File: config.mk
export PLATFORM = sky130hd
export DESIGN_NAME = vga_pattern_top
export DESIGN_NICKNAME = d
export VERILOG_FILES = /design/src/logic/vga_pkg.sv /design/src/logic/sync_gen.sv /design/src/logic/sync_to_count.sv /design/src/logic/pattern_config.sv /design/src/logic/test_pattern_gen.sv /design/src/logic/vga_pattern_top.sv
export SDC_FILE = /design/constraint.sdc
export NUM_CORES = 1
export LEC_CHECK = 0
export ABC_CLOCK_PERIOD_IN_PS = 4000
export BUFFER_PORTS_ARGS = -buffer_cell sky130_fd_sc_hd__clkbuf_2
export CAP_MARGIN = 20
export CORE_ASPECT_RATIO = 1.5
export CORE_MARGIN = 3
export CORE_UTILIZATION = 45
export DETAILED_ROUTE_END_ITERATION = 6
export PLACE_DENSITY_LB_ADDON = 0.3
export SYNTH_ARGS = -nofsm -noshare
export SYNTH_HDL_FRONTEND = slang
export SYNTH_SLANG_ARGS = --single-unit
File: constraint.sdc
create_clock -name i_Clk -period 4 [get_ports i_Clk]
set_input_delay 0.6 -clock i_Clk [delete_from_list [all_inputs] [get_ports i_Clk]]
set_output_delay 0.6 -clock i_Clk [all_outputs]
set_load 0.02 [all_outputs]
File: src/logic/vga_pkg.sv
/*
  VGA pattern package
  Shared count and pattern code types, pattern code values and the
  lock state encoding for the test pattern subsystem
*/
package vga_pkg;

  // Column or row count, wide enough for 800 total columns
  typedef logic [9:0] count_t;

  // Pattern selection code
  typedef logic [3:0] pattern_t;

  //////////////////////////////////////////////////
  // Pattern codes
  //////////////////////////////////////////////////
  // Codes 7 to 15 are treated as off
  localparam pattern_t PAT_OFF     = 4'd0;
  localparam pattern_t PAT_RED     = 4'd1;
  localparam pattern_t PAT_GREEN   = 4'd2;
  localparam pattern_t PAT_BLUE    = 4'd3;
  localparam pattern_t PAT_CHECKER = 4'd4;
  localparam pattern_t PAT_BARS    = 4'd5;
  localparam pattern_t PAT_BORDER  = 4'd6;

  // Lock FSM of the sync-to-count block
  typedef enum logic
  {
    LOCK_SEARCH,
    LOCK_TRACK
  } lock_state_t;

endpackage

File: src/logic/sync_gen.sv
/*
  Sync generator
  Free-running column and row counters that stand in for a video source
  and emit registered sync levels, high inside the active area
*/
`timescale 1ns/1ps

module sync_gen
#(
  parameter int TOTAL_COLS  = 800,
  parameter int TOTAL_ROWS  = 525,
  parameter int ACTIVE_COLS = 640,
  parameter int ACTIVE_ROWS = 480
)
(
  input  logic i_Clk,
  input  logic i_reset,
  output logic o_hsync,
  output logic o_vsync
);

  // Frame limits as count values
  localparam vga_pkg::count_t LAST_COL = vga_pkg::count_t'(TOTAL_COLS - 1);
  localparam vga_pkg::count_t LAST_ROW = vga_pkg::count_t'(TOTAL_ROWS - 1);
  localparam vga_pkg::count_t ACT_COLS = vga_pkg::count_t'(ACTIVE_COLS);
  localparam vga_pkg::count_t ACT_ROWS = vga_pkg::count_t'(ACTIVE_ROWS);

  vga_pkg::count_t col;
  vga_pkg::count_t row;

  //////////////////////////////////////////////////
  // Raster counters
  //////////////////////////////////////////////////
  // Column wraps at the end of a line, row steps on each wrap
  always_ff @(posedge i_Clk)
  begin
    if (i_reset)
    begin
      col <= '0;
      row <= '0;
    end
    else
    begin
      if (col == LAST_COL)
      begin
        col <= '0;
        // Row wraps at the end of the frame
        if (row == LAST_ROW)
        begin
          row <= '0;
        end
        else
        begin
          row <= row + vga_pkg::count_t'(1);
        end
      end
      else
      begin
        col <= col + vga_pkg::count_t'(1);
      end
    end
  end

  //////////////////////////////////////////////////
  // Sync levels
  //////////////////////////////////////////////////
  // Registered, so each sync trails its counter by one cycle
  // Both syncs describe the same raster position
  always_ff @(posedge i_Clk)
  begin
    if (i_reset)
    begin
      o_hsync <= 1'b0;
      o_vsync <= 1'b0;
    end
    else
    begin
      // High while inside the active columns
      o_hsync <= (col < ACT_COLS);
      // High while inside the active rows
      o_vsync <= (row < ACT_ROWS);
    end
  end

endmodule

File: src/logic/sync_to_count.sv
/*
  Sync to count
  Recovers column and row counts from incoming sync levels, with a
  frame start pulse, delayed syncs and a lock flag
*/
`timescale 1ns/1ps

module sync_to_count
#(
  parameter int TOTAL_COLS = 800,
  parameter int TOTAL_ROWS = 525
)
(
  input  logic            i_Clk,
  input  logic            i_reset,
  input  logic            i_hsync,
  input  logic            i_vsync,
  output logic            o_hsync,
  output logic            o_vsync,
  output vga_pkg::count_t o_col,
  output vga_pkg::count_t o_row,
  output logic            o_frame_start,
  output logic            o_locked
);

  localparam vga_pkg::count_t LAST_COL = vga_pkg::count_t'(TOTAL_COLS - 1);
  localparam vga_pkg::count_t LAST_ROW = vga_pkg::count_t'(TOTAL_ROWS - 1);

  vga_pkg::lock_state_t lock_state;
  logic                 vsync_rise;

  // Delayed vsync doubles as the edge detector history
  assign vsync_rise = i_vsync & ~o_vsync;

  //////////////////////////////////////////////////
  // Sync delay and frame start
  //////////////////////////////////////////////////
  // One cycle delay so syncs line up with the counts
  always_ff @(posedge i_Clk)
  begin
    if (i_reset)
    begin
      o_hsync       <= 1'b0;
      o_vsync       <= 1'b0;
      o_frame_start <= 1'b0;
    end
    else
    begin
      o_hsync       <= i_hsync;
      o_vsync       <= i_vsync;
      // Pulse in the cycle the counts read 0,0
      o_frame_start <= vsync_rise;
    end
  end

  //////////////////////////////////////////////////
  // Column and row counters
  //////////////////////////////////////////////////
  always_ff @(posedge i_Clk)
  begin
    if (i_reset)
    begin
      o_col <= '0;
      o_row <= '0;
    end
    else if (vsync_rise)
    begin
      // Vsync rise marks the first pixel of a frame
      o_col <= '0;
      o_row <= '0;
    end
    else if (o_col == LAST_COL)
    begin
      o_col <= '0;
      o_row <= (o_row == LAST_ROW) ? '0 : o_row + vga_pkg::count_t'(1);
    end
    else
    begin
      o_col <= o_col + vga_pkg::count_t'(1);
    end
  end

  //////////////////////////////////////////////////
  // Lock FSM
  //////////////////////////////////////////////////
  // Searches for the first frame start, then tracks until reset
  always_ff @(posedge i_Clk)
  begin
    if (i_reset)
    begin
      lock_state <= vga_pkg::LOCK_SEARCH;
    end
    else if (lock_state == vga_pkg::LOCK_SEARCH && vsync_rise)
    begin
      lock_state <= vga_pkg::LOCK_TRACK;
    end
  end

  // Rises together with the first frame start pulse
  assign o_locked = (lock_state == vga_pkg::LOCK_TRACK);

endmodule

File: src/logic/pattern_config.sv
/*
  Pattern configuration
  Host-written pending pattern, moved to the active copy only at a
  frame start so that a frame never mixes two patterns
*/
`timescale 1ns/1ps

module pattern_config
(
  input  logic              i_Clk,
  input  logic              i_reset,
  input  vga_pkg::pattern_t i_pattern,
  input  logic              i_pattern_wr,
  input  logic              i_frame_start,
  output vga_pkg::pattern_t o_active_pattern
);

  // Last value written by the host
  vga_pkg::pattern_t pending_pattern;
  // Selection of the frame in progress
  vga_pkg::pattern_t active_pattern;

  //////////////////////////////////////////////////
  // Pending register
  //////////////////////////////////////////////////
  // Loaded on the write strobe, visible next cycle
  always_ff @(posedge i_Clk)
  begin
    if (i_reset)
    begin
      pending_pattern <= vga_pkg::PAT_OFF;
    end
    else if (i_pattern_wr)
    begin
      pending_pattern <= i_pattern;
    end
  end

  //////////////////////////////////////////////////
  // Active register
  //////////////////////////////////////////////////
  // Updated only on frame start, holds for the whole frame
  // A write in the frame start cycle waits for the next frame
  always_ff @(posedge i_Clk)
  begin
    if (i_reset)
    begin
      active_pattern <= vga_pkg::PAT_OFF;
    end
    else if (i_frame_start)
    begin
      active_pattern <= pending_pattern;
    end
  end

  // Frame start cycle already carries the new selection
  // First pixel of a frame matches the rest of it
  assign o_active_pattern = i_frame_start ? pending_pattern : active_pattern;

endmodule

File: src/logic/test_pattern_gen.sv
/*
  Test pattern generator
  Computes all seven test patterns in parallel from the pixel counts
  and registers the selected one together with the syncs and lock
*/
`timescale 1ns/1ps

module test_pattern_gen
#(
  parameter int ACTIVE_COLS     = 640,
  parameter int ACTIVE_ROWS     = 480,
  parameter int COMPONENT_DEPTH = 8,
  parameter int CHECKER_BIT     = 5
)
(
  input  logic                       i_Clk,
  input  logic                       i_reset,
  input  vga_pkg::count_t            i_col,
  input  vga_pkg::count_t            i_row,
  input  logic                       i_hsync,
  input  logic                       i_vsync,
  input  logic                       i_locked,
  input  vga_pkg::pattern_t          i_pattern,
  output logic                       o_hsync,
  output logic                       o_vsync,
  output logic                       o_locked,
  output logic [COMPONENT_DEPTH-1:0] o_red,
  output logic [COMPONENT_DEPTH-1:0] o_grn,
  output logic [COMPONENT_DEPTH-1:0] o_blu
);

  // Active area limits
  localparam vga_pkg::count_t ACT_COLS = vga_pkg::count_t'(ACTIVE_COLS);
  localparam vga_pkg::count_t ACT_ROWS = vga_pkg::count_t'(ACTIVE_ROWS);
  // First column and row of the right and bottom border strips
  localparam vga_pkg::count_t EDGE_COL = vga_pkg::count_t'(ACTIVE_COLS - 2);
  localparam vga_pkg::count_t EDGE_ROW = vga_pkg::count_t'(ACTIVE_ROWS - 2);
  // Eight equal bars across the active width
  localparam int BAR_WIDTH = ACTIVE_COLS / 8;

  logic       active;
  logic       checker_on;
  logic       border_on;
  logic [2:0] bar_idx;
  // Per pattern on/off flags, bit 2 red, bit 1 green, bit 0 blue
  logic [2:0] rgb_red;
  logic [2:0] rgb_grn;
  logic [2:0] rgb_blu;
  logic [2:0] rgb_checker;
  logic [2:0] rgb_bars;
  logic [2:0] rgb_border;
  logic [2:0] rgb_sel;

  assign active = (i_col < ACT_COLS) && (i_row < ACT_ROWS);

  //////////////////////////////////////////////////
  // Solid colours
  //////////////////////////////////////////////////
  // Outside the active area the output stage blanks anyway
  assign rgb_red = 3'b100;
  assign rgb_grn = 3'b010;
  assign rgb_blu = 3'b001;

  //////////////////////////////////////////////////
  // Checkerboard
  //////////////////////////////////////////////////
  // Square size is 2**CHECKER_BIT pixels
  assign checker_on  = i_col[CHECKER_BIT] ^ i_row[CHECKER_BIT];
  assign rgb_checker = {3{checker_on}};

  //////////////////////////////////////////////////
  // Colour bars
  //////////////////////////////////////////////////
  // Bar index is column / BAR_WIDTH, clamped to 7
  // Compare chain avoids a real divider
  always_comb
  begin
    bar_idx = 3'd0;
    for (int i = 1; i < 8; i++)
    begin
      if (i_col >= vga_pkg::count_t'(i * BAR_WIDTH))
      begin
        bar_idx = 3'(i);
      end
    end
  end

  // Index bits map straight onto red, green, blue
  // 0 black, 1 blue, 2 green, 3 cyan, 4 red, 5 magenta, 6 yellow, 7 white
  assign rgb_bars = bar_idx;

  //////////////////////////////////////////////////
  // White border, 2 pixels
  //////////////////////////////////////////////////
  assign border_on = (i_row <= vga_pkg::count_t'(1)) || (i_row >= EDGE_ROW) ||
                     (i_col <= vga_pkg::count_t'(1)) || (i_col >= EDGE_COL);
  assign rgb_border = {3{border_on}};

  //////////////////////////////////////////////////
  // Pattern select
  //////////////////////////////////////////////////
  always_comb
  begin
    case (i_pattern)
      vga_pkg::PAT_RED:     rgb_sel = rgb_red;
      vga_pkg::PAT_GREEN:   rgb_sel = rgb_grn;
      vga_pkg::PAT_BLUE:    rgb_sel = rgb_blu;
      vga_pkg::PAT_CHECKER: rgb_sel = rgb_checker;
      vga_pkg::PAT_BARS:    rgb_sel = rgb_bars;
      vga_pkg::PAT_BORDER:  rgb_sel = rgb_border;
      // Off and unused codes give black
      default:              rgb_sel = 3'b000;
    endcase
  end

  //////////////////////////////////////////////////
  // Output register
  //////////////////////////////////////////////////
  // Colour, syncs and lock share one stage so they stay aligned
  always_ff @(posedge i_Clk)
  begin
    if (i_reset)
    begin
      o_hsync  <= 1'b0;
      o_vsync  <= 1'b0;
      o_locked <= 1'b0;
      o_red    <= '0;
      o_grn    <= '0;
      o_blu    <= '0;
    end
    else
    begin
      o_hsync  <= i_hsync;
      o_vsync  <= i_vsync;
      o_locked <= i_locked;
      // Blank outside the active area and until lock
      if (active && i_locked)
      begin
        o_red <= {COMPONENT_DEPTH{rgb_sel[2]}};
        o_grn <= {COMPONENT_DEPTH{rgb_sel[1]}};
        o_blu <= {COMPONENT_DEPTH{rgb_sel[0]}};
      end
      else
      begin
        o_red <= '0;
        o_grn <= '0;
        o_blu <= '0;
      end
    end
  end

endmodule

File: src/logic/vga_pattern_top.sv
/*
  VGA test pattern top level
  Sync source, count recovery, pattern configuration and pattern generator
*/
`timescale 1ns/1ps

module vga_pattern_top
#(
  parameter int TOTAL_COLS      = 800,
  parameter int TOTAL_ROWS      = 525,
  parameter int ACTIVE_COLS     = 640,
  parameter int ACTIVE_ROWS     = 480,
  parameter int COMPONENT_DEPTH = 8,
  parameter int CHECKER_BIT     = 5
)
(
  input  logic                       i_Clk,
  input  logic                       i_reset,
  input  vga_pkg::pattern_t          i_pattern,
  input  logic                       i_pattern_wr,
  output logic                       o_locked,
  output logic                       o_hsync,
  output logic                       o_vsync,
  output logic [COMPONENT_DEPTH-1:0] o_red,
  output logic [COMPONENT_DEPTH-1:0] o_grn,
  output logic [COMPONENT_DEPTH-1:0] o_blu
);

  // Raw syncs from the source
  logic raw_hsync;
  logic raw_vsync;
  // Syncs aligned with the recovered counts
  logic cnt_hsync;
  logic cnt_vsync;
  logic frame_start;
  logic locked;
  vga_pkg::count_t   col;
  vga_pkg::count_t   row;
  vga_pkg::pattern_t active_pattern;

  sync_gen #(
    .TOTAL_COLS  (TOTAL_COLS),
    .TOTAL_ROWS  (TOTAL_ROWS),
    .ACTIVE_COLS (ACTIVE_COLS),
    .ACTIVE_ROWS (ACTIVE_ROWS)
  ) u_sync_gen (
    .i_Clk   (i_Clk),
    .i_reset (i_reset),
    .o_hsync (raw_hsync),
    .o_vsync (raw_vsync)
  );

  sync_to_count #(
    .TOTAL_COLS (TOTAL_COLS),
    .TOTAL_ROWS (TOTAL_ROWS)
  ) u_sync_to_count (
    .i_Clk         (i_Clk),
    .i_reset       (i_reset),
    .i_hsync       (raw_hsync),
    .i_vsync       (raw_vsync),
    .o_hsync       (cnt_hsync),
    .o_vsync       (cnt_vsync),
    .o_col         (col),
    .o_row         (row),
    .o_frame_start (frame_start),
    .o_locked      (locked)
  );

  pattern_config u_pattern_config (
    .i_Clk            (i_Clk),
    .i_reset          (i_reset),
    .i_pattern        (i_pattern),
    .i_pattern_wr     (i_pattern_wr),
    .i_frame_start    (frame_start),
    .o_active_pattern (active_pattern)
  );

  test_pattern_gen #(
    .ACTIVE_COLS     (ACTIVE_COLS),
    .ACTIVE_ROWS     (ACTIVE_ROWS),
    .COMPONENT_DEPTH (COMPONENT_DEPTH),
    .CHECKER_BIT     (CHECKER_BIT)
  ) u_test_pattern_gen (
    .i_Clk     (i_Clk),
    .i_reset   (i_reset),
    .i_col     (col),
    .i_row     (row),
    .i_hsync   (cnt_hsync),
    .i_vsync   (cnt_vsync),
    .i_locked  (locked),
    .i_pattern (active_pattern),
    .o_hsync   (o_hsync),
    .o_vsync   (o_vsync),
    .o_locked  (o_locked),
    .o_red     (o_red),
    .o_grn     (o_grn),
    .o_blu     (o_blu)
  );

endmodule

==> impl_metrics.ini <==
[status]
status = complete, no violations

[layout]
drive_gt1_frac = 0.162
layout_commonest_cell = dfxtp_1
area_growth_syn_to_layout_pct = 9.13
finalNetCount = 373
final_cell_mix = dfxtp_1 (60), nor2_1 (59), clkbuf_2 (33), nor3_1 (17), xnor2_1 (17)
final_util = 0.522
stdcell_count = 433
insertedDiodeCount = 0

[cts]
cts_tree = built
cts_buffer_depth = 2
cts_num_sinks = 60
cts-buffers-inserted = 9
root_buffer = clkbuf_8
clk_pin_slew_ns = 0.07
cts_resized = 0
postCtsHoldBufs = 0
clk_latency_ns = 0.34
htree_num_levels = 3
post_cts_buffers = 0

[synthesis]
synth-seq-cells = 60
async_reset_ff_frac = 0
synth-main-ff-cell = dfxtp_1
synth_edf_count = 0
ys_seq_area_frac = 0.398
postSynthCellCount = 342
syn_avg_cell_area_sq_um = 8.82
synth_fp_nets = 361
syn-cell-area_sq_um = 3020
synth_cell_types = 52
ys_warn_count = 0

[timing]
setup_viol = 0
min_period_ns = 1.84
finalCritPeriodShare = 0.459
worst_slew_pin_slew_ns = 0.433
fmax_mhz = 545
finalHoldViolCount = 0
slew_viol_final = 0
skew_ns = 0.00692
rsz0062_at_grt = no
fin_ws_ns = 2.16
fin_setup_tns_ns = 0
slew_headroom = 0.703

[pwr]
total_power_mw = 1.28
p_leak_nw = 1.29
p_per_area_nw_per_um2 = 390
ir_worst_vdd_uv = 208

[detailed_routing]
routed_wl_um = 5350
viasPerCell = 5.15
vias = 2232
drt_pass1_iterations = 6
ant_nets = 0
first_iter_violations = 75
routedWlPerCell_um = 12.4
drc = 0

[critical_path]
cp.required_ns = 4.26
crit_type = reg -> reg
crit_fanout = 11
cp-end-kind = register
start_kind = register
cp.arrival_ns = 2.10

[grt]
grt_antenna_before_repair = 0
grt_pass1_vias = 2055
grt_max_degree = 24
grt_usage = 0.151
grt_pass1_wl_um = 9000
grt-ovfl-total = 0

[placement]
dpl.cell_count = 417
portBuffers = 33
gp_congestion = 0.863
post-place-ws_ns = 2.09
hpwl_um = 3970

[min_path]
hp-class = reg -> reg

[floorplanning]
core_sq_um = 6310
die-width_um = 72.8
row_count = 35
die_h_um = 106
fp.dieArea_sq_um = 7740
io_pins = 34
start_util = 0.478

[job]
cap_violations = 0
[worst max-delay path, cell delays in order (launching register included)]
cell	delay, ns
dfxtp_1	0.59
mux2i_1	0.47
nor3_1	0.15
nor4b_4	0.27
o311ai_1	0.17
o21ai_0	0.11
[worst paths after layout]
kind,start,to,slack [ns],depth (start not counted)
setup / recovery,u_sync_to_count.o_frame_start,u_test_pattern_gen.o_red[0],2.16,5
setup reg to reg,u_sync_to_count.o_frame_start,u_test_pattern_gen.o_red[0],2.16,5
hold reg to reg,u_sync_gen.o_hsync,u_sync_to_count.o_hsync,0.44,1
hold / removal,u_sync_gen.o_hsync,u_sync_to_count.o_hsync,0.44,1
[metrics by stage]
stage	hold slack [ns]	cell area (sq um)
after floorplan	0.414	3020
after global placement	0.428	3060
after detailed placement	0.428	3060
after CTS	0.452	3290
after global routing	0.465	3290
final	0.444	3290
[sequential cells by signal (all words and copies together) (netlist names), 4 cells and up]
| register | count |
|---|---|
| u_pattern_config.active_pattern | 4 |
| u_pattern_config.pending_pattern | 4 |
| u_sync_gen.col | 10 |
| u_sync_gen.row | 10 |
| u_sync_to_count.o_col | 10 |
| u_sync_to_count.o_row | 10 |
[report_power, final]
part | switching, mW | internal (mW)
clock network | 0.226 | 0.386
logic | 0.0297 | 0.0209
registers | 0.0103 | 0.610
[metal layers]
| metal | global-route usage | part of all wire | routed length [um] |
|---|---|---|---|
| met5 | 0 | 0 | 0 |
| met4 | 0.0792 | 0.019 | 100 |
| met1 | 0.159 | 0.42 | 2260 |
| met3 | 0.0445 | 0.043 | 228 |
| met2 | 0.262 | 0.52 | 2770 |
[cells by family (layout without fill, tap and decap cells)]
kind of cell	after synthesis	in the layout	share of synthesized area
muxes	12	12	0.0411
DFF	60	60	0.398
and+or+nand+nor	145	145	0.250
adders and majority gates	13	13	0.0531
buffers and inverters	47	64	0.0884
AOI/OAI and AO/OA	34	34	0.0788
xor gates and xnor gates	31	31	0.0900
[Yosys cell counts (all sizes together) (2+ instances only)]
master	number	area share
dfxtp	60	0.40
nor3	17	0.028
a211oi	2	0.0050
and3	6	0.012
a31oi	4	0.0083
nand2	16	0.020
nor4	4	0.012
and2	3	0.0062
a21oi	4	0.0066
ha	12	0.050
mux2i	9	0.030
nor2	59	0.073
inv	15	0.019
a21o	2	0.0050
xor2	14	0.041
nor2b	4	0.0083
a22oi	2	0.0050
or3	2	0.0041
or2	2	0.0042
clkbuf	5	0.0062
o21ai	9	0.015
nor4b	2	0.016
buf	27	0.063
mux2	3	0.011
nand3	12	0.023
xnor2	17	0.049
nand4	11	0.023
[cell type report]
cell class                      instances  area, sq um
Sequential cell                        60         1200
Fill cell                             597         3020
Timing Repair Buffer                   33          165
Clock inverter                          3         68.8
Clock buffer                           13          159
Multi-Input combinational cell        235         1550
Inverter                               15         56.3
Tap cell                               74         92.6
Note: power is estimated with default switching activity, not from simulation.
